[src/hw/micro_uart_cfg.svh]
`ifndef MICRO_UART_CFG_SVH
`define MICRO_UART_CFG_SVH

// system clock feeding the whole block.
`define MICRO_UART_CLOCK_RATE_HZ 100000000

// serial line rate, both directions.
`define MICRO_UART_BAUD_RATE 10000000

// clocks per bit on the line.
`define MICRO_UART_BIT_CLOCKS (`MICRO_UART_CLOCK_RATE_HZ / `MICRO_UART_BAUD_RATE)

// entries in each of the transmit and receive fifos.
`define MICRO_UART_FIFO_DEPTH 4

`endif
[src/hw/micro_uart_pkg.sv]
package micro_uart_pkg;

   // one character on the line.
   typedef logic [7:0] uart_byte_t;

   // entry of the receive fifo.
   // framing_error is set when the stop bit was sampled low.
   typedef struct packed {
      uart_byte_t data;
      logic       framing_error;
   } rx_frame_t;

   // distance to the next bit timer tick.
   typedef enum logic {
      TIMER_FULL = 1'b0,
      TIMER_HALF = 1'b1
   } timer_mode_t;

endpackage

[src/hw/micro_uart.sv]
module micro_uart (
   input  logic                       clock,
   input  logic                       clock_sreset,
   input  logic                       enable_txd,
   input  logic                       tx_write,
   input  micro_uart_pkg::uart_byte_t tx_data,
   input  logic                       rxd,
   input  logic                       rx_read,
   output logic                       tx_full,
   output logic                       busy,
   output logic                       tx_done,
   output logic                       txd,
   output logic                       txd_oe,
   output micro_uart_pkg::rx_frame_t  rx_frame,
   output logic                       rx_valid,
   output logic                       rx_overrun
);

   micro_uart_pkg::uart_byte_t  tx_head;
   logic                        tx_empty;
   logic                        tx_pop;
   logic                        tx_load;
   logic                        tx_run;
   logic                        tx_tick;
   logic                        tx_shift;

   micro_uart_pkg::uart_byte_t  rx_byte;
   micro_uart_pkg::rx_frame_t   rx_wframe;
   micro_uart_pkg::timer_mode_t rx_mode;
   logic                        rx_run;
   logic                        rx_tick;
   logic                        rx_sample;
   logic                        rx_line_bit;
   logic                        rx_push;
   logic                        rx_framing_error;
   logic                        rx_full;
   logic                        rx_empty;

   assign rx_wframe.data          = rx_byte;
   assign rx_wframe.framing_error = rx_framing_error;
   assign rx_valid                = ~rx_empty;

   micro_uart_fifo #(
      .payload_t(micro_uart_pkg::uart_byte_t)
   ) tx_fifo0 (
      .clock       (clock),
      .clock_sreset(clock_sreset),
      .push        (tx_write),
      .wdata       (tx_data),
      .pop         (tx_pop),
      .rdata       (tx_head),
      .full        (tx_full),
      .empty       (tx_empty)
   );

   // transmit bits are always a full period.
   micro_uart_bit_timer tx_timer0 (
      .clock       (clock),
      .clock_sreset(clock_sreset),
      .run         (tx_run),
      .mode        (micro_uart_pkg::TIMER_FULL),
      .tick        (tx_tick)
   );

   micro_uart_tx_fsm tx_fsm0 (
      .clock       (clock),
      .clock_sreset(clock_sreset),
      .enable_txd  (enable_txd),
      .fifo_empty  (tx_empty),
      .tick        (tx_tick),
      .pop         (tx_pop),
      .load        (tx_load),
      .run         (tx_run),
      .shift       (tx_shift),
      .busy        (busy),
      .txd_oe      (txd_oe),
      .tx_done     (tx_done)
   );

   micro_uart_tx_shifter tx_shifter0 (
      .clock       (clock),
      .clock_sreset(clock_sreset),
      .load        (tx_load),
      .shift       (tx_shift),
      .data        (tx_head),
      .txd         (txd)
   );

   micro_uart_bit_timer rx_timer0 (
      .clock       (clock),
      .clock_sreset(clock_sreset),
      .run         (rx_run),
      .mode        (rx_mode),
      .tick        (rx_tick)
   );

   micro_uart_rx_fsm rx_fsm0 (
      .clock        (clock),
      .clock_sreset (clock_sreset),
      .rxd          (rxd),
      .tick         (rx_tick),
      .fifo_full    (rx_full),
      .run          (rx_run),
      .mode         (rx_mode),
      .sample       (rx_sample),
      .line_bit     (rx_line_bit),
      .push         (rx_push),
      .framing_error(rx_framing_error),
      .rx_overrun   (rx_overrun)
   );

   micro_uart_rx_shifter rx_shifter0 (
      .clock       (clock),
      .clock_sreset(clock_sreset),
      .sample      (rx_sample),
      .bit_in      (rx_line_bit),
      .data        (rx_byte)
   );

   micro_uart_fifo #(
      .payload_t(micro_uart_pkg::rx_frame_t)
   ) rx_fifo0 (
      .clock       (clock),
      .clock_sreset(clock_sreset),
      .push        (rx_push),
      .wdata       (rx_wframe),
      .pop         (rx_read),
      .rdata       (rx_frame),
      .full        (rx_full),
      .empty       (rx_empty)
   );

endmodule

[src/hw/micro_uart_rx_shifter.sv]
module micro_uart_rx_shifter (
   input  logic                       clock,
   input  logic                       clock_sreset,
   input  logic                       sample,
   input  logic                       bit_in,
   output micro_uart_pkg::uart_byte_t data
);

   micro_uart_pkg::uart_byte_t shift_reg;

   assign data = shift_reg;

   // bits enter at the top, so the first one received ends up in bit 0.
   always_ff @(posedge clock) begin
      if (clock_sreset) begin
         shift_reg <= '0;
      end else if (sample) begin
         shift_reg <= {bit_in, shift_reg[7:1]};
      end
   end

endmodule

[src/hw/micro_uart_rx_fsm.sv]
module micro_uart_rx_fsm (
   input  logic                        clock,
   input  logic                        clock_sreset,
   input  logic                        rxd,
   input  logic                        tick,
   input  logic                        fifo_full,
   output logic                        run,
   output micro_uart_pkg::timer_mode_t mode,
   output logic                        sample,
   output logic                        line_bit,
   output logic                        push,
   output logic                        framing_error,
   output logic                        rx_overrun
);

   typedef enum logic [1:0] {
      RX_IDLE,
      RX_START,
      RX_DATA,
      RX_STOP
   } rx_state_t;

   rx_state_t  state;
   logic [2:0] bit_count;
   logic       rxd_meta;
   logic       rxd_sync;
   logic       rxd_prev;
   logic       start_edge;
   logic       stop_tick;

   assign line_bit   = rxd_sync;
   assign start_edge = rxd_prev & ~rxd_sync;
   assign stop_tick  = (state == RX_STOP) & tick;

   // half a bit lands the first tick mid start bit; full bits after that.
   assign mode = (state == RX_IDLE) ? micro_uart_pkg::TIMER_HALF : micro_uart_pkg::TIMER_FULL;
   assign run  = (state != RX_IDLE);

   assign sample        = (state == RX_DATA) & tick;
   assign framing_error = ~rxd_sync;
   assign push          = stop_tick & ~fifo_full;

   // two flops against metastability, then one more for the edge.
   always_ff @(posedge clock) begin
      if (clock_sreset) begin
         rxd_meta <= 1'b1;
         rxd_sync <= 1'b1;
         rxd_prev <= 1'b1;
      end else begin
         rxd_meta <= rxd;
         rxd_sync <= rxd_meta;
         rxd_prev <= rxd_sync;
      end
   end

   always_ff @(posedge clock) begin
      if (clock_sreset) begin
         state      <= RX_IDLE;
         bit_count  <= '0;
         rx_overrun <= 1'b0;
      end else begin
         case (state)
            RX_IDLE: begin
               bit_count <= '0;
               if (start_edge) begin
                  state <= RX_START;
               end
            end
            RX_START: begin
               if (tick) begin
                  // a glitch shorter than half a bit is ignored.
                  state <= rxd_sync ? RX_IDLE : RX_DATA;
               end
            end
            RX_DATA: begin
               if (tick) begin
                  bit_count <= bit_count + 1'b1;
                  if (bit_count == 3'd7) begin
                     state <= RX_STOP;
                  end
               end
            end
            RX_STOP: begin
               if (tick) begin
                  // frame is lost when there is no room, flag stays until reset.
                  if (fifo_full) begin
                     rx_overrun <= 1'b1;
                  end
                  state <= RX_IDLE;
               end
            end
            default: begin
               state <= RX_IDLE;
            end
         endcase
      end
   end

endmodule

[src/hw/micro_uart_tx_shifter.sv]
module micro_uart_tx_shifter (
   input  logic                     clock,
   input  logic                     clock_sreset,
   input  logic                     load,
   input  logic                     shift,
   input  micro_uart_pkg::uart_byte_t data,
   output logic                     txd
);

   // stop bit, data lsb first, start bit.
   logic [9:0] frame;

   assign txd = frame[0];

   always_ff @(posedge clock) begin
      if (clock_sreset) begin
         // idle line is high.
         frame <= '1;
      end else if (load) begin
         frame <= {1'b1, data, 1'b0};
      end else if (shift) begin
         // ones fill in from the top so the line rests high after the stop bit.
         frame <= {1'b1, frame[9:1]};
      end
   end

endmodule

[src/hw/micro_uart_tx_fsm.sv]
module micro_uart_tx_fsm (
   input  logic clock,
   input  logic clock_sreset,
   input  logic enable_txd,
   input  logic fifo_empty,
   input  logic tick,
   output logic pop,
   output logic load,
   output logic run,
   output logic shift,
   output logic busy,
   output logic txd_oe,
   output logic tx_done
);

   localparam logic [3:0] LAST_BIT = 4'd9;

   typedef enum logic {
      TX_IDLE,
      TX_SEND
   } tx_state_t;

   tx_state_t  state;
   logic [3:0] bit_count;
   logic       start;

   // a new frame only starts while enabled; one on the line always finishes.
   assign start = (state == TX_IDLE) & ~fifo_empty & enable_txd;

   assign pop   = start;
   assign load  = start;
   assign run   = (state == TX_SEND);
   assign shift = (state == TX_SEND) & tick;

   always_ff @(posedge clock) begin
      if (clock_sreset) begin
         state     <= TX_IDLE;
         bit_count <= '0;
         busy      <= 1'b0;
         txd_oe    <= 1'b0;
         tx_done   <= 1'b0;
      end else begin
         tx_done <= 1'b0;
         case (state)
            TX_IDLE: begin
               bit_count <= '0;
               if (start) begin
                  busy   <= 1'b1;
                  txd_oe <= 1'b1;
                  state  <= TX_SEND;
               end
            end
            TX_SEND: begin
               if (tick) begin
                  bit_count <= bit_count + 1'b1;
                  // tenth tick ends the stop bit.
                  if (bit_count == LAST_BIT) begin
                     busy    <= 1'b0;
                     txd_oe  <= 1'b0;
                     tx_done <= 1'b1;
                     state   <= TX_IDLE;
                  end
               end
            end
            default: begin
               state <= TX_IDLE;
            end
         endcase
      end
   end

endmodule

[src/hw/micro_uart_bit_timer.sv]
`include "micro_uart_cfg.svh"

module micro_uart_bit_timer (
   input  logic                      clock,
   input  logic                      clock_sreset,
   input  logic                      run,
   input  micro_uart_pkg::timer_mode_t mode,
   output logic                      tick
);

   localparam int FULL_CLOCKS = `MICRO_UART_BIT_CLOCKS;
   localparam int HALF_CLOCKS = `MICRO_UART_BIT_CLOCKS / 2;
   localparam int COUNT_W     = $clog2(FULL_CLOCKS);

   logic [COUNT_W-1:0]          count;
   logic [COUNT_W-1:0]          last;
   micro_uart_pkg::timer_mode_t active_mode;

   // the mode is only taken at a restart, so a period in flight keeps its length.
   assign last = (active_mode == micro_uart_pkg::TIMER_HALF) ?
                 COUNT_W'(HALF_CLOCKS - 1) : COUNT_W'(FULL_CLOCKS - 1);

   assign tick = run & (count == last);

   always_ff @(posedge clock) begin
      if (clock_sreset) begin
         count       <= '0;
         active_mode <= micro_uart_pkg::TIMER_FULL;
      end else if (!run || tick) begin
         count       <= '0;
         active_mode <= mode;
      end else begin
         count <= count + 1'b1;
      end
   end

endmodule

[src/hw/micro_uart_fifo.sv]
`include "micro_uart_cfg.svh"

module micro_uart_fifo #(
   parameter type payload_t = micro_uart_pkg::uart_byte_t
) (
   input  logic     clock,
   input  logic     clock_sreset,
   input  logic     push,
   input  payload_t wdata,
   input  logic     pop,
   output payload_t rdata,
   output logic     full,
   output logic     empty
);

   localparam int DEPTH = `MICRO_UART_FIFO_DEPTH;
   localparam int PTR_W = (DEPTH > 1) ? $clog2(DEPTH) : 1;
   localparam int CNT_W = $clog2(DEPTH + 1);

   payload_t           mem [DEPTH];
   logic [PTR_W-1:0]   wr_ptr;
   logic [PTR_W-1:0]   rd_ptr;
   logic [CNT_W-1:0]   count;
   logic               do_push;
   logic               do_pop;

   assign full  = (count == CNT_W'(DEPTH));
   assign empty = (count == '0);
   assign rdata = mem[rd_ptr];

   // a push while full or a pop while empty is dropped.
   assign do_push = push & ~full;
   assign do_pop  = pop & ~empty;

   always_ff @(posedge clock) begin
      if (do_push) begin
         mem[wr_ptr] <= wdata;
      end
   end

   always_ff @(posedge clock) begin
      if (clock_sreset) begin
         wr_ptr <= '0;
         rd_ptr <= '0;
         count  <= '0;
      end else begin
         if (do_push) begin
            wr_ptr <= (wr_ptr == PTR_W'(DEPTH - 1)) ? '0 : wr_ptr + 1'b1;
         end
         if (do_pop) begin
            rd_ptr <= (rd_ptr == PTR_W'(DEPTH - 1)) ? '0 : rd_ptr + 1'b1;
         end
         // both served together leaves the count alone.
         if (do_push && !do_pop) begin
            count <= count + 1'b1;
         end else if (do_pop && !do_push) begin
            count <= count - 1'b1;
         end
      end
   end

endmodule

[config.mk]
export PLATFORM = sky130hd
export DESIGN_NAME = micro_uart
export DESIGN_NICKNAME = d
export VERILOG_FILES = /design/src/hw/micro_uart_pkg.sv /design/src/hw/micro_uart.sv /design/src/hw/micro_uart_rx_shifter.sv /design/src/hw/micro_uart_rx_fsm.sv /design/src/hw/micro_uart_tx_shifter.sv /design/src/hw/micro_uart_tx_fsm.sv /design/src/hw/micro_uart_bit_timer.sv /design/src/hw/micro_uart_fifo.sv
export VERILOG_INCLUDE_DIRS = /design/src /design/src/hw
export SDC_FILE = /design/constraint.sdc
export NUM_CORES = 1
export LEC_CHECK = 0
export BUFFER_PORTS_ARGS = -buffer_cell sky130_fd_sc_hd__buf_2
export CORE_MARGIN = 3
export CORE_UTILIZATION = 45
export DETAILED_ROUTE_END_ITERATION = 8
export PLACE_DENSITY_LB_ADDON = 0.05
export SKIP_LAST_GASP = 1
export SYNTH_ARGS = -nofsm -noshare
export SYNTH_HDL_FRONTEND = slang
export SYNTH_SLANG_ARGS = --single-unit
[constraint.sdc]
create_clock -name clock -period 6.45 [get_ports clock]
set_clock_uncertainty 0.1 [all_clocks]
set_input_delay 0.9675 -clock clock [delete_from_list [all_inputs] [get_ports clock]]
set_output_delay 0.9675 -clock clock [all_outputs]
set_load 0.005 [all_outputs]
Word level (Yosys, flattened, before mapping)
Memories as Yosys holds them, arrays and structs flattened. A register that Yosys moved wholly into a read port is not among the register bits.
Cells that the tools add are included.
{"block": "word_totals", "out_inout_bits": 16, "elab_cells": 143, "input_bits": 14, "regBits": 56, "memories": 2, "mem_bits_rw": 68}
{"block": "op_classes", "n_addsub": 12, "muxes": 40, "bitwise_logic": 20, "eq_ne": 21, "n_reduce_logical": 27}
{"memory": "rx_fifo0.mem", "depth": 4, "width": 9, "rd": 1, "rd_clocked_by_memory_dff": 1, "write_ports": 1, "line_no": "micro_uart_fifo.sv:20", "text": "payload_t mem [DEPTH];"}
{"memory": "tx_fifo0.mem", "depth": 4, "width": 8, "rd": 1, "rd_clocked_by_memory_dff": 1, "write_ports": 1, "line_no": "micro_uart_fifo.sv:20"}
{"cell": "2-bit two-way mux", "count": 14}
{"cell": "9-bit two-way mux", "count": 2}
{"cell": "3-bit two-way mux", "count": 5}
{"cell": "1-bit bitwise AND", "count": 13}
{"cell": "4-bit by 1-bit adder with 4-bit output, second input constant", "count": 3}
{"cell": "2-bit == test, second input constant", "count": 6}
{"cell": "1-bit two-way mux", "count": 12}
{"cell": "2-bit by 1-bit != test with 1-bit output, second input constant", "count": 5}
{"cell": "2-bit nonzero test", "count": 5}
{"cell": "3-bit by 1-bit adder with 3-bit output, second input constant", "count": 3}
{"cell": "3-bit == test, second input constant", "count": 3}
{"cell": "2-bit by 1-bit adder with 2-bit output, second input constant", "count": 4}
{"cell": "4-bit == test, second input constant", "count": 2}
{"cell": "4-bit two-way mux", "count": 2}
{"cell": "2-bit case mux with 4 select lines", "count": 1}
{"cell": "4-bit case mux with 2 select lines", "count": 1}
{"cell": "1-bit NOT", "count": 7}
{"cell": "1-bit logical NOT", "count": 6}
{"cell": "3-bit logical NOT", "count": 2}
{"cell": "2-bit != test, second input constant", "count": 3}
{"cell": "3-bit case mux with 2 select lines", "count": 1}
{"cell": "3-bit AND reduction", "count": 2}
{"cell": "3-bit by 1-bit subtractor with 3-bit output, second input constant", "count": 2}
{"cell": "5-bit AND reduction", "count": 1}
{"cell": "other kinds (9)", "count": 15}

Longest topological paths before layout
Gate-level depths: netlist of run 1.
{"block": "depth", "depth_word": 10, "depth_mapped": 10, "ltp_nobuf": 9}

Modules after synthesis
A second synthesis of run 1 with hierarchy kept.
{"block": "unflattened", "cells_unflattened": 377, "hier_area_um2": 5347.6}
{"mod": "micro_uart_fifo at rx_fifo0", "n_inst": 1, "area_each_um2": 1811.7, "cells_per_inst": 97, "seq_area_each_um2": 1261.2}
{"mod": "micro_uart_fifo at tx_fifo0", "n_inst": 1, "area_each_um2": 1645.3, "cells_per_inst": 92, "seq_area_each_um2": 1141.1}
{"mod": "micro_uart_bit_timer", "n_inst": 2, "area_each_um2": 252.7, "cells_per_inst": 24, "seq_area_each_um2": 100.1}
{"mod": "micro_uart_tx_shifter", "n_inst": 1, "area_each_um2": 401.6, "cells_per_inst": 39, "seq_area_each_um2": 180.2}
{"mod": "micro_uart_rx_fsm", "n_inst": 1, "area_each_um2": 376.6, "cells_per_inst": 40, "seq_area_each_um2": 180.2}
{"mod": "micro_uart_tx_fsm", "n_inst": 1, "area_each_um2": 314.1, "cells_per_inst": 33, "seq_area_each_um2": 140.1}
{"mod": "micro_uart_rx_shifter", "n_inst": 1, "area_each_um2": 285.3, "cells_per_inst": 26, "seq_area_each_um2": 160.2}
{"mod": "micro_uart", "n_inst": 1, "area_each_um2": 7.5, "cells_per_inst": 2, "seq_area_each_um2": 0.0}

Worst setup path after synthesis of run 1
OpenSTA, ideal clock, no wires.
{"block": "synth_path", "kind": "input-to-reg", "from": "input port tx_write", "to": "register tx_fifo0.count[2]", "path_buffers": 1, "cell_stages": 8, "arrival_time_ns": 2.546, "setup_ns": 0.070, "setup_slack_ns": 3.734, "path_cell_list": "nor2b_1 -> clkbuf_1 -> ha_1 -> inv_1 -> fa_1 -> xor2_1 -> or3_1 -> a21oi_1"}
{"block": "synth_between", "elab_chain_cells": 4}
{"element": "from (decl)", "line_no": "micro_uart.sv:5", "text": "input logic tx_write,"}
{"element": "1-bit bitwise AND (*)", "line_no": "micro_uart_fifo.sv:32", "text": "assign do_push = push & ~full;"}
{"element": "named net tx_fifo0.do_push", "line_no": "micro_uart_fifo.sv:24", "text": "logic do_push;"}
{"element": "1-bit logical NOT", "line_no": "micro_uart_fifo.sv:56", "text": "end else if (do_pop && !do_push) begin"}
{"element": "1-bit logical AND", "line_no": "micro_uart_fifo.sv:56"}
{"element": "2-bit nonzero test (no line)"}
{"element": "to (signal assigned)", "line_no": "micro_uart_fifo.sv:55", "text": "count <= count + 1'b1;"}
{"element": "to (signal assigned)", "line_no": "micro_uart_fifo.sv:57", "text": "count <= count - 1'b1;"}
{"element": "to (decl)", "line_no": "micro_uart_fifo.sv:23", "text": "logic [CNT_W-1:0] count;"}
The timed path passes the listed nets; every way through them passes the cells marked *.
A chain may end at the register's enable or synchronous reset.

==> impl_metrics.py, run 1 <==
metrics = {
    "finish": {
        "diodes": 0,
        "finalInstanceArea_mm2": 0.00592,
        "area_growth_pct": 16.8,
        "final_cell_mix": "edfxtp_1 (68), dfxtp_1 (60), nor2_1 (37)",
        "final_common_cell": "edfxtp_1",
        "nets": 434,
        "final_util_pct": 54.1,
        "drive_gt1_share_pct": 20.9,
        "finalNonFillerCells": 552,
        "n_fill_cell": 906,
    },
    "timing": {
        "period_share_pct": 45.5,
        "worst_pin_slew_ns": 1.01,
        "fin_setup_tns_ns": 0,
        "setup_slack_ns": 3.52,
        "setup_viol": 0,
        "hold_viol": 0,
        "fin_crit_ns": 2.93,
        "max_freq_mhz": 341,
        "slew_headroom_pct": 32.7,
        "drv_slew": 0,
        "holdWs_ns": 0.316,
        "rsz0062_at_grt": "false",
    },
    "die": {
        "num_rows": 38,
        "pin_count": 30,
        "die_h_um": 112,
        "dieArea_mm2": 0.0126,
        "start_util_pct": 46.3,
        "dieWidth_um": 112,
        "design.core.area_mm2": 0.0109,
    },
    "setup_path": {
        "cp.arrival_ns": 1.87,
        "slowest_delay_ns": 0.72,
        "path_buf_inv": 1,
        "crit_slowest_cell": "dfxtp_1",
        "worstPathMaxFanout": 9,
        "cp_top_family": "flip-flops",
        "path_cells": "mux4_2 -> buf_2",
        "cp-start-kind": "flop",
        "end_kind": "output pin",
        "path_class": "flop to output pin",
        "critPathRequiredTime_ns": 5.38,
    },
    "global_routing": {
        "grt_pass1_vias": 3009,
        "grt_start_max_net_pins": 48,
        "antenna_found_initial": 0,
        "grt-ovfl-total": 0,
        "grt_usage_pct": 14.9,
        "grt_pass1_wl_mm": 14.7,
    },
    "clock_network": {
        "clkTransAtPathRegs_ns": 0.06,
        "cts_buffer_depth": 2,
        "clkLatencyLatePin_ns": 0.41,
        "root_buffer": "clkbuf_16",
        "clock_sinks": 128,
        "cts-resized-gates": 0,
        "cts_setup_buffers": 0,
        "cts_buffers": 17,
        "htree_levels": 4,
        "ctsHoldBuffers": 0,
        "cts_tree": "done",
    },
    "worst_hold_path": {
        "hold_path.class": "flop to flop",
    },
    "placement": {
        "dpl_cell_area_mm2": 0.00532,
        "dpl.cell_count": 520,
        "post-place-ws_ns": 3.25,
        "hpwl_mm": 5.58,
        "routabilityCongestion": 0.707,
        "numPortBuffers": 29,
    },
    "synth": {
        "synth_edf_count": 68,
        "synth_cells": 368,
        "yosysWarnings": 0,
        "ys_seq_area_share_pct": 64.0,
        "avgSynthCellArea_um2": 13.8,
        "synth_top_area_cell": "edfxtp_1",
        "synth_fp_nets": 403,
        "synth_top_cells_by_area": "edfxtp_1 (40%), dfxtp_1 (24%), mux4_2 (7.6%)",
        "netlist.area_leader.share_pct": 40.3,
        "yosys_register_bits": 128,
        "synth_cell_types": 39,
        "synthArstFlopShare_pct": 0,
        "syn-cell-area_mm2": 0.00507,
        "synth_ff_type": "edfxtp_1",
    },
    "power": {
        "p_sw_share_pct": 26.4,
        "sequentialPowerShare_pct": 44.2,
        "pwr-share-comb_pct": 13.9,
        "clkPwrFrac_pct": 41.9,
        "p_sw_mw": 0.603,
        "peakVddDrop_uv": 171,
        "cellInternalPower_mw": 1.68,
        "power_leakage_nw": 2.17,
        "fin_total_pwr_mw": 2.28,
        "power.density_mw_per_mm2": 386,
    },
    "route": {
        "drt-total-wl_mm": 8.33,
        "vias_per_cell": 5.13,
        "vias": 2829,
        "wl_per_cell_um": 15.1,
        "initialDrtViolationCount": 127,
        "ant_nets": 0,
        "drtPass1Iterations": 4,
        "drc": 0,
    },
    "flow_run": {
        "max-cap-violations": 0,
    },
    "outcome": {
        "run_status": "finished, final reports clean",
    },
}
## cells by family after synthesis
logic type               Yosys count  synth area share, %
XOR/XNOR                          10                 1.73
multiplexers                      29                 9.93
AO/OA/AOI/OAI                     49                 5.95
buffers and inverters             36                 2.82
flip-flops                       128                 64.0
adder cells (fa/ha/maj)           21                 5.48
AND/OR/NAND/NOR                   95                 10.1
## sequential cells by signal (all words and copies together), names as in the netlist, 2 cells and up, named ones only
register and count:
tx_timer0.count 4, tx_fifo0.mem 32, tx_fifo0.wr_ptr 2, rx_shifter0.data 8, rx_timer0.count 4, rx_fifo0.wr_ptr 2
tx_fsm0.bit_count 4, tx_fifo0.count 3, rx_fifo0.count 3, tx_shifter0.frame 9, rx_fsm0.bit_count 3, tx_fifo0.rd_ptr 2
rx_fifo0.rd_ptr 2, rx_fifo0.mem 36
## per-layer routing
metal	wire (µm)	global-route usage, %	vias to the layer above
li1	-	-	1413
met1	3550	17.0	1368
met2	4400	25.8	38
met3	260	4.47	10
met4	120	6.73	0
met5	0	0	-
## cell type report
class | instances | area, µm² | share of cell area [%]
flip-flops and latches | 128 | 3240 | 54.8
multi-input cells | 204 | 1690 | 28.5
clock buffers | 17 | 425 | 7.19
well taps | 140 | 175 | 2.96
clock inverters | 15 | 173 | 2.92
repair buffers | 29 | 145 | 2.45
inverters | 19 | 71.3 | 1.21
## power by group through the flow
stage	Combinational [mW]	Clock [mW]	Sequential, mW
after global routing	0.364	1.02	1.03
final	0.318	0.957	1.01
after detailed placement	0.324	0	1.03
after global placement	0.315	0	1.03
after CTS	0.325	0.977	1.01
after floorplan	0.271	0	0.984
## cells in the mapped netlist, types with 2 or more instances
cell / number
edfxtp_1: 68
dfxtp_1: 60
nor2_1: 37
ha_1: 19
inv_1: 19
a21oi_1: 17
mux4_2: 17
nand2_1: 15
o21ai_0: 13
mux2i_1: 12
clkbuf_1: 11
a221oi_1: 8
and2_1: 8
nand3_1: 8
xor2_1: 7
or3_1: 6
nand2b_1: 4
or2_2: 4
a31oi_1: 3
buf_2: 3
nand4_1: 3
xnor2_1: 3
a211oi_1: 2
a21o_1: 2
buf_1: 2
fa_1: 2
nand4bb_4: 2
o31ai_1: 2
## path summary, 6_finish.rpt
path | start | end | slack (ns) | cells past startpoint
min reg2reg | rx_fsm0.rxd_meta | rx_fsm0.line_bit | 0.32 | 1
max reg2reg | tx_fifo0.count[0] | tx_fifo0.count[2] | 3.79 | 9
max | flop | rx_frame[7] | 3.52 | 2
min | rx_fsm0.rxd_meta | rx_fsm0.line_bit | 0.32 | 1
(Power assumes the default switching activity.)
==> run 2, diff against run 1 <==
ABC_AREA = 1   (was default)
clock period = 2.6 ns   (was 6.45 ns; I/O delays follow)
==> impl_metrics.py, run 2 <==
metrics = {
    "finish": {
        "final_common_cell": "nand2_1",
        "final_util_pct": 55.8,
        "largest_reg_flops": 36,
        "final_cell_mix": "nand2_1 (80), edfxtp_1 (68), dfxtp_1 (60)",
        "drive_gt1_share_pct": 15.6,
        "top_register": "rx_fifo0.mem",
        "register_area_mm2": 0.00324,
        "n_fill_cell": 964,
        "diodes": 0,
        "multi_input_area_mm2": 0.00166,
        "area_growth_pct": 18.6,
        "top_regs": "rx_fifo0.mem: 36 flops, tx_fifo0.mem: 32 flops, tx_shifter0.frame: 9 flops",
        "nets": 586,
    },
    "setup_path": {
        "end_kind": "flop",
        "cp-start-kind": "flop",
        "path_class": "flop to flop",
        "rrSetupSlack_ns": 0.29,
        "cp.arrival_ns": 2.51,
        "r2r_start": "rx_timer0.count[2]",
        "critPathRequiredTime_ns": 2.80,
        "worstPathMaxFanout": 9,
        "crit_start": "rx_timer0.count[2]",
    },
    "synth": {
        "syn-cell-area_mm2": 0.00519,
        "synth_most_common_cell": "nand2_1",
        "yosysWarnings": 0,
        "synth_edf_count": 68,
        "yosys_register_bits": 128,
        "synth_cell_types": 32,
        "synth_top_area_cell": "edfxtp_1",
        "synth_common_cells": "nand2_1 (80), edfxtp_1 (68), dfxtp_1 (60)",
        "synth_ff_type": "edfxtp_1",
        "netlist.area_leader.share_pct": 39.3,
        "ys_seq_area_share_pct": 62.5,
        "synth_fp_nets": 540,
        "synthArstFlopShare_pct": 0,
        "synth_cells": 505,
        "avgSynthCellArea_um2": 10.3,
        "synth_top_cells_by_area": "edfxtp_1 (39%), dfxtp_1 (23%), nand2_1 (5.8%)",
    },
    "clock_network": {
        "cts-resized-gates": 0,
        "clock_sinks": 128,
        "root_buffer": "clkbuf_16",
        "clkTransAtPathRegs_ns": 0.05,
        "cts_buffers": 17,
        "cts_buffer_depth": 2,
        "htree_levels": 4,
        "ctsHoldBuffers": 0,
        "cts_tree": "done",
        "cts_setup_buffers": 0,
        "clkLatencyLatePin_ns": 0.42,
    },
    "flow_run": {
        "max-cap-violations": 0,
    },
    "route": {
        "wl_per_cell_um": 13.7,
        "drtPass1Iterations": 4,
        "vias_per_cell": 4.94,
        "initialDrtViolationCount": 169,
        "drt-total-wl_mm": 9.67,
        "vias": 3478,
        "ant_nets": 0,
        "drc": 0,
    },
    "power": {
        "power.density_mw_per_mm2": 985,
        "peakVddDrop_uv": 547,
        "power_leakage_nw": 2.46,
        "fin_total_pwr_mw": 6.06,
    },
    "die": {
        "die_h_um": 113,
        "pin_count": 30,
        "dieWidth_um": 113,
        "design.core.area_mm2": 0.0110,
        "num_rows": 38,
        "dieArea_mm2": 0.0129,
        "start_util_pct": 47.1,
    },
    "global_routing": {
        "grt_pass1_vias": 3389,
        "busiest_layer": "met2",
        "grt_start_max_net_pins": 25,
        "grt_use_met3_pct": 5.89,
        "grt-ovfl-total": 0,
        "grt_pass1_wl_mm": 16.3,
        "grt_usage_pct": 16.6,
        "use_met2_pct": 25.7,
        "met1_usage_pct": 21.2,
        "antenna_found_initial": 0,
    },
    "timing": {
        "fin_setup_tns_ns": 0,
        "rsz0062_at_grt": "false",
        "worst_pin_slew_ns": 0.575,
        "hold_viol": 0,
        "period_share_pct": 88.9,
        "max_freq_mhz": 432,
        "drv_slew": 0,
        "fin_crit_ns": 2.31,
        "slew_headroom_pct": 61.6,
        "setup_viol": 0,
    },
    "placement": {
        "routabilityCongestion": 0.761,
        "hpwl_mm": 6.42,
        "numPortBuffers": 29,
    },
    "outcome": {
        "run_status": "finished, final reports clean",
    },
    "worst_hold_path": {
        "hold_path.class": "primary input to flop",
        "min_from": "rxd",
    },
}
[run 2: changes by cell type after synthesis, moves of 6 or more]
| cell | change |
|---|---|
| mux2i_1 | -12 |
| a21oi_1 | +10 |
| and2_1 | -8 |
| mux4_2 | -17 |
| nand2_1 | +65 |
| o22ai_1 | +10 |
| nand3_1 | +34 |
| a221oi_1 | -8 |
| o21ai_0 | +21 |
| inv_1 | +28 |
| or3_1 | -6 |
| nor2_1 | +22 |
[run 2: layer usage]
metal | routed length (µm) | vias up | part of all wire [%]
li1 | - | 1804 | -
met1 | 4760 | 1623 | 49
met2 | 4450 | 41 | 46
met3 | 347 | 10 | 3.6
met4 | 111 | 0 | 1.1
met5 | 0 | - | 0
[run 2: final cells by class]
class                      instances  area share, %
clock buffer                      19           7.04
clock inverter                    13           3.13
inverter                          50           3.05
multi-input combinational        310           27.0
sequential                       128           52.7
tap                              140           2.85
timing repair buffer              44           4.19
[run 2: critical path, cell delays in order (launching register included)]
cell and delay, ns:
dfxtp_1 0.41, nand2_2 0.09, nand2_2 0.06, nand2_2 0.05
nor2_4 0.13, nand3_4 0.12, inv_1 0.08, ha_1 0.13
inv_1 0.08, fa_1 0.44, a21oi_1 0.16, o21ai_0 0.12
o21ai_0 0.18, a21oi_1 0.06
[run 2: final timing paths]
check,cells after the start,to
worst max register to register,13,rx_fifo0.count[2]
worst min-delay path,2,rx_fsm0.rxd_meta
worst max-delay path,13,rx_fifo0.count[2]
worst min register to register,1,rx_fsm0.line_bit
[run 2: power breakdown]
| group | internal (mW) | total, mW | switching, mW |
|---|---|---|---|
| registers | 2.34 | 2.47 | 0.132 |
| logic | 0.412 | 1.10 | 0.689 |
| clock network | 1.68 | 2.49 | 0.806 |
| total | 4.43 | 6.06 | 1.63 |
[run 2: per-stage QoR]
step                hold WS (ns)  cells  instance area (µm²)  setup WS (ns)
floorplan                  0.289    505                 5190          0.461
global placement           0.295    672                 5530          0.378
detailed placement         0.295    672                 5530          0.293
CTS                       0.0425    704                 6150          0.284
global route              0.0506    704                 6150          0.116
finish                    0.0611    704                 6150          0.288
[run 2: logic make-up after synthesis]
logic type / count (synthesis) / share of synthesized area, %
adders and majority gates: 21 / 5.35
xor gates and xnor gates: 6 / 1.01
buffers and inverters: 67 / 5.45
and+or+nand+nor: 203 / 17.2
AOI/OAI and AO/OA: 80 / 8.53
DFF: 128 / 62.5
==> run 3, diff against run 2 <==
--- a/config.mk
+++ b/config.mk
@@ -13,3 +13,2 @@
 export DETAILED_ROUTE_END_ITERATION = 8
-export PLACE_DENSITY_LB_ADDON = 0.05
 export SKIP_LAST_GASP = 1
==> constraint.sdc (replaced) <==
create_clock -name clock -period 2.6 [get_ports clock]
set_clock_uncertainty 0.1 [all_clocks]
set_input_delay 0.52 -clock clock [delete_from_list [all_inputs] [get_ports clock]]
set_output_delay 0.52 -clock clock [all_outputs]
set_load 0.005 [all_outputs]
==> impl_metrics.py, run 3 (synthesis results as in run 2) <==
metrics = {
    "placement": {
        "post-place-ws_ns": 0.323,
        "numPortBuffers": 29,
        "dpl.cell_count": 671,
        "hpwl_mm": 6.51,
        "routabilityCongestion": 0.801,
    },
    "route": {
        "vias": 3522,
        "vias_per_cell": 5.01,
        "ant_nets": 0,
        "wl_per_cell_um": 13.4,
        "drt-total-wl_mm": 9.45,
        "initialDrtViolationCount": 194,
        "drtPass1Iterations": 4,
        "drc": 0,
    },
    "setup_path": {
        "cpMostUsedCell": "nand2_2",
        "critPathRequiredTime_ns": 2.80,
        "crit_start": "rx_timer0.count[2]",
        "slowest_delay_ns": 0.43,
        "path_cells": "nand2_2 -> nand2_2 -> nand2_2 -> nor2_4 -> nand3_4 -> inv_1 -> ha_1 -> inv_1 -> fa_1 -> a21oi_1 -> o21ai_0 -> o21ai_0 -> a21oi_1",
        "end_kind": "flop",
        "path_class": "flop to flop",
        "cp_top_family": "adder cells",
        "r2r_start": "rx_timer0.count[2]",
        "crit_slowest_cell": "fa_1",
        "worstPathMaxFanout": 9,
        "path_buf_inv": 2,
        "cp-start-kind": "flop",
        "rrSetupSlack_ns": 0.33,
        "cp.arrival_ns": 2.47,
    },
    "finish": {
        "final_cell_mix": "nand2_1 (80), edfxtp_1 (68), dfxtp_1 (60)",
        "finalNonFillerCells": 703,
        "area_growth_pct": 17.5,
        "top_regs": "rx_fifo0.mem: 36 flops, tx_fifo0.mem: 32 flops, tx_shifter0.frame: 9 flops",
        "n_fill_cell": 973,
        "final_util_pct": 55.3,
        "register_area_mm2": 0.00324,
        "largest_reg_flops": 36,
        "final_common_cell": "nand2_1",
        "nets": 585,
        "top_register": "rx_fifo0.mem",
        "drive_gt1_share_pct": 15.5,
        "multi_input_area_mm2": 0.00166,
        "diodes": 0,
    },
    "timing": {
        "hold_viol": 0,
        "setup_viol": 0,
        "max_freq_mhz": 440,
        "drv_slew": 0,
        "slew_headroom_pct": 49.4,
        "fin_crit_ns": 2.27,
        "setup_slack_ns": 0.328,
        "fin_setup_tns_ns": 0,
        "worst_pin_slew_ns": 0.758,
        "rsz0062_at_grt": "false",
        "period_share_pct": 87.4,
    },
    "global_routing": {
        "grt_start_max_net_pins": 25,
        "grt_pass1_vias": 3495,
        "antenna_found_initial": 0,
        "grt-ovfl-total": 0,
        "grt_pass1_wl_mm": 16.3,
        "grt_usage_pct": 16.2,
    },
    "clock_network": {
        "root_buffer": "clkbuf_16",
        "htree_levels": 4,
        "ctsHoldBuffers": 0,
        "cts-resized-gates": 0,
        "cts_setup_buffers": 0,
        "cts_tree": "done",
        "cts_buffers": 17,
        "clock_sinks": 128,
        "cts_buffer_depth": 2,
        "clkLatencyLatePin_ns": 0.41,
        "clkTransAtPathRegs_ns": 0.05,
    },
    "flow_run": {
        "max-cap-violations": 0,
    },
    "worst_hold_path": {
        "min_from": "rxd",
        "hold_path.class": "primary input to flop",
    },
    "die": {
        "die_h_um": 113,
        "start_util_pct": 47.1,
        "design.core.area_mm2": 0.0110,
        "pin_count": 30,
        "dieWidth_um": 113,
        "dieArea_mm2": 0.0129,
        "num_rows": 38,
    },
    "power": {
        "peakVddDrop_uv": 492,
        "fin_total_pwr_mw": 5.87,
        "power_leakage_nw": 2.44,
        "power.density_mw_per_mm2": 963,
    },
    "outcome": {
        "run_status": "finished, final reports clean",
    },
}
## run 3: per-layer routing
layer  up-vias  global-route usage (%)  share of wire (%)
li1       1806                       -                  -
met1      1634                    18.2                 45
met2        60                    28.2                 50
met3        22                    4.40                3.5
met5         -                       0                  0
met4         0                    8.09                2.3
## run 3: power breakdown
group | internal [mW] | switching, mW
Combinational | 0.413 | 0.683
Clock | 1.49 | 0.819
Sequential | 2.34 | 0.133
## run 3: cell type report
class / instances / area share (%)
Multi-Input combinational cell: 310 / 27.3
Inverter: 50 / 3.08
Clock inverter: 13 / 2.38
Clock buffer: 19 / 7.10
Timing Repair Buffer: 43 / 4.10
Sequential cell: 128 / 53.2
Tap cell: 140 / 2.87
## run 3: through the flow
stage | instance area (µm²) | hold WS, ns
after floorplan | 5190 | 0.289
after global placement | 5520 | 0.311
after detailed placement | 5520 | 0.312
after CTS | 6100 | 0.175
after global routing | 6100 | 0.194
final | 6100 | 0.192
## run 3: path summary, 6_finish.rpt
check | to | depth (start not counted)
worst min-delay path | rx_fsm0.rxd_meta | 2
worst min register to register | rx_fsm0.line_bit | 1
worst max-delay path | rx_fifo0.count[2] | 13
worst max register to register | rx_fifo0.count[2] | 13
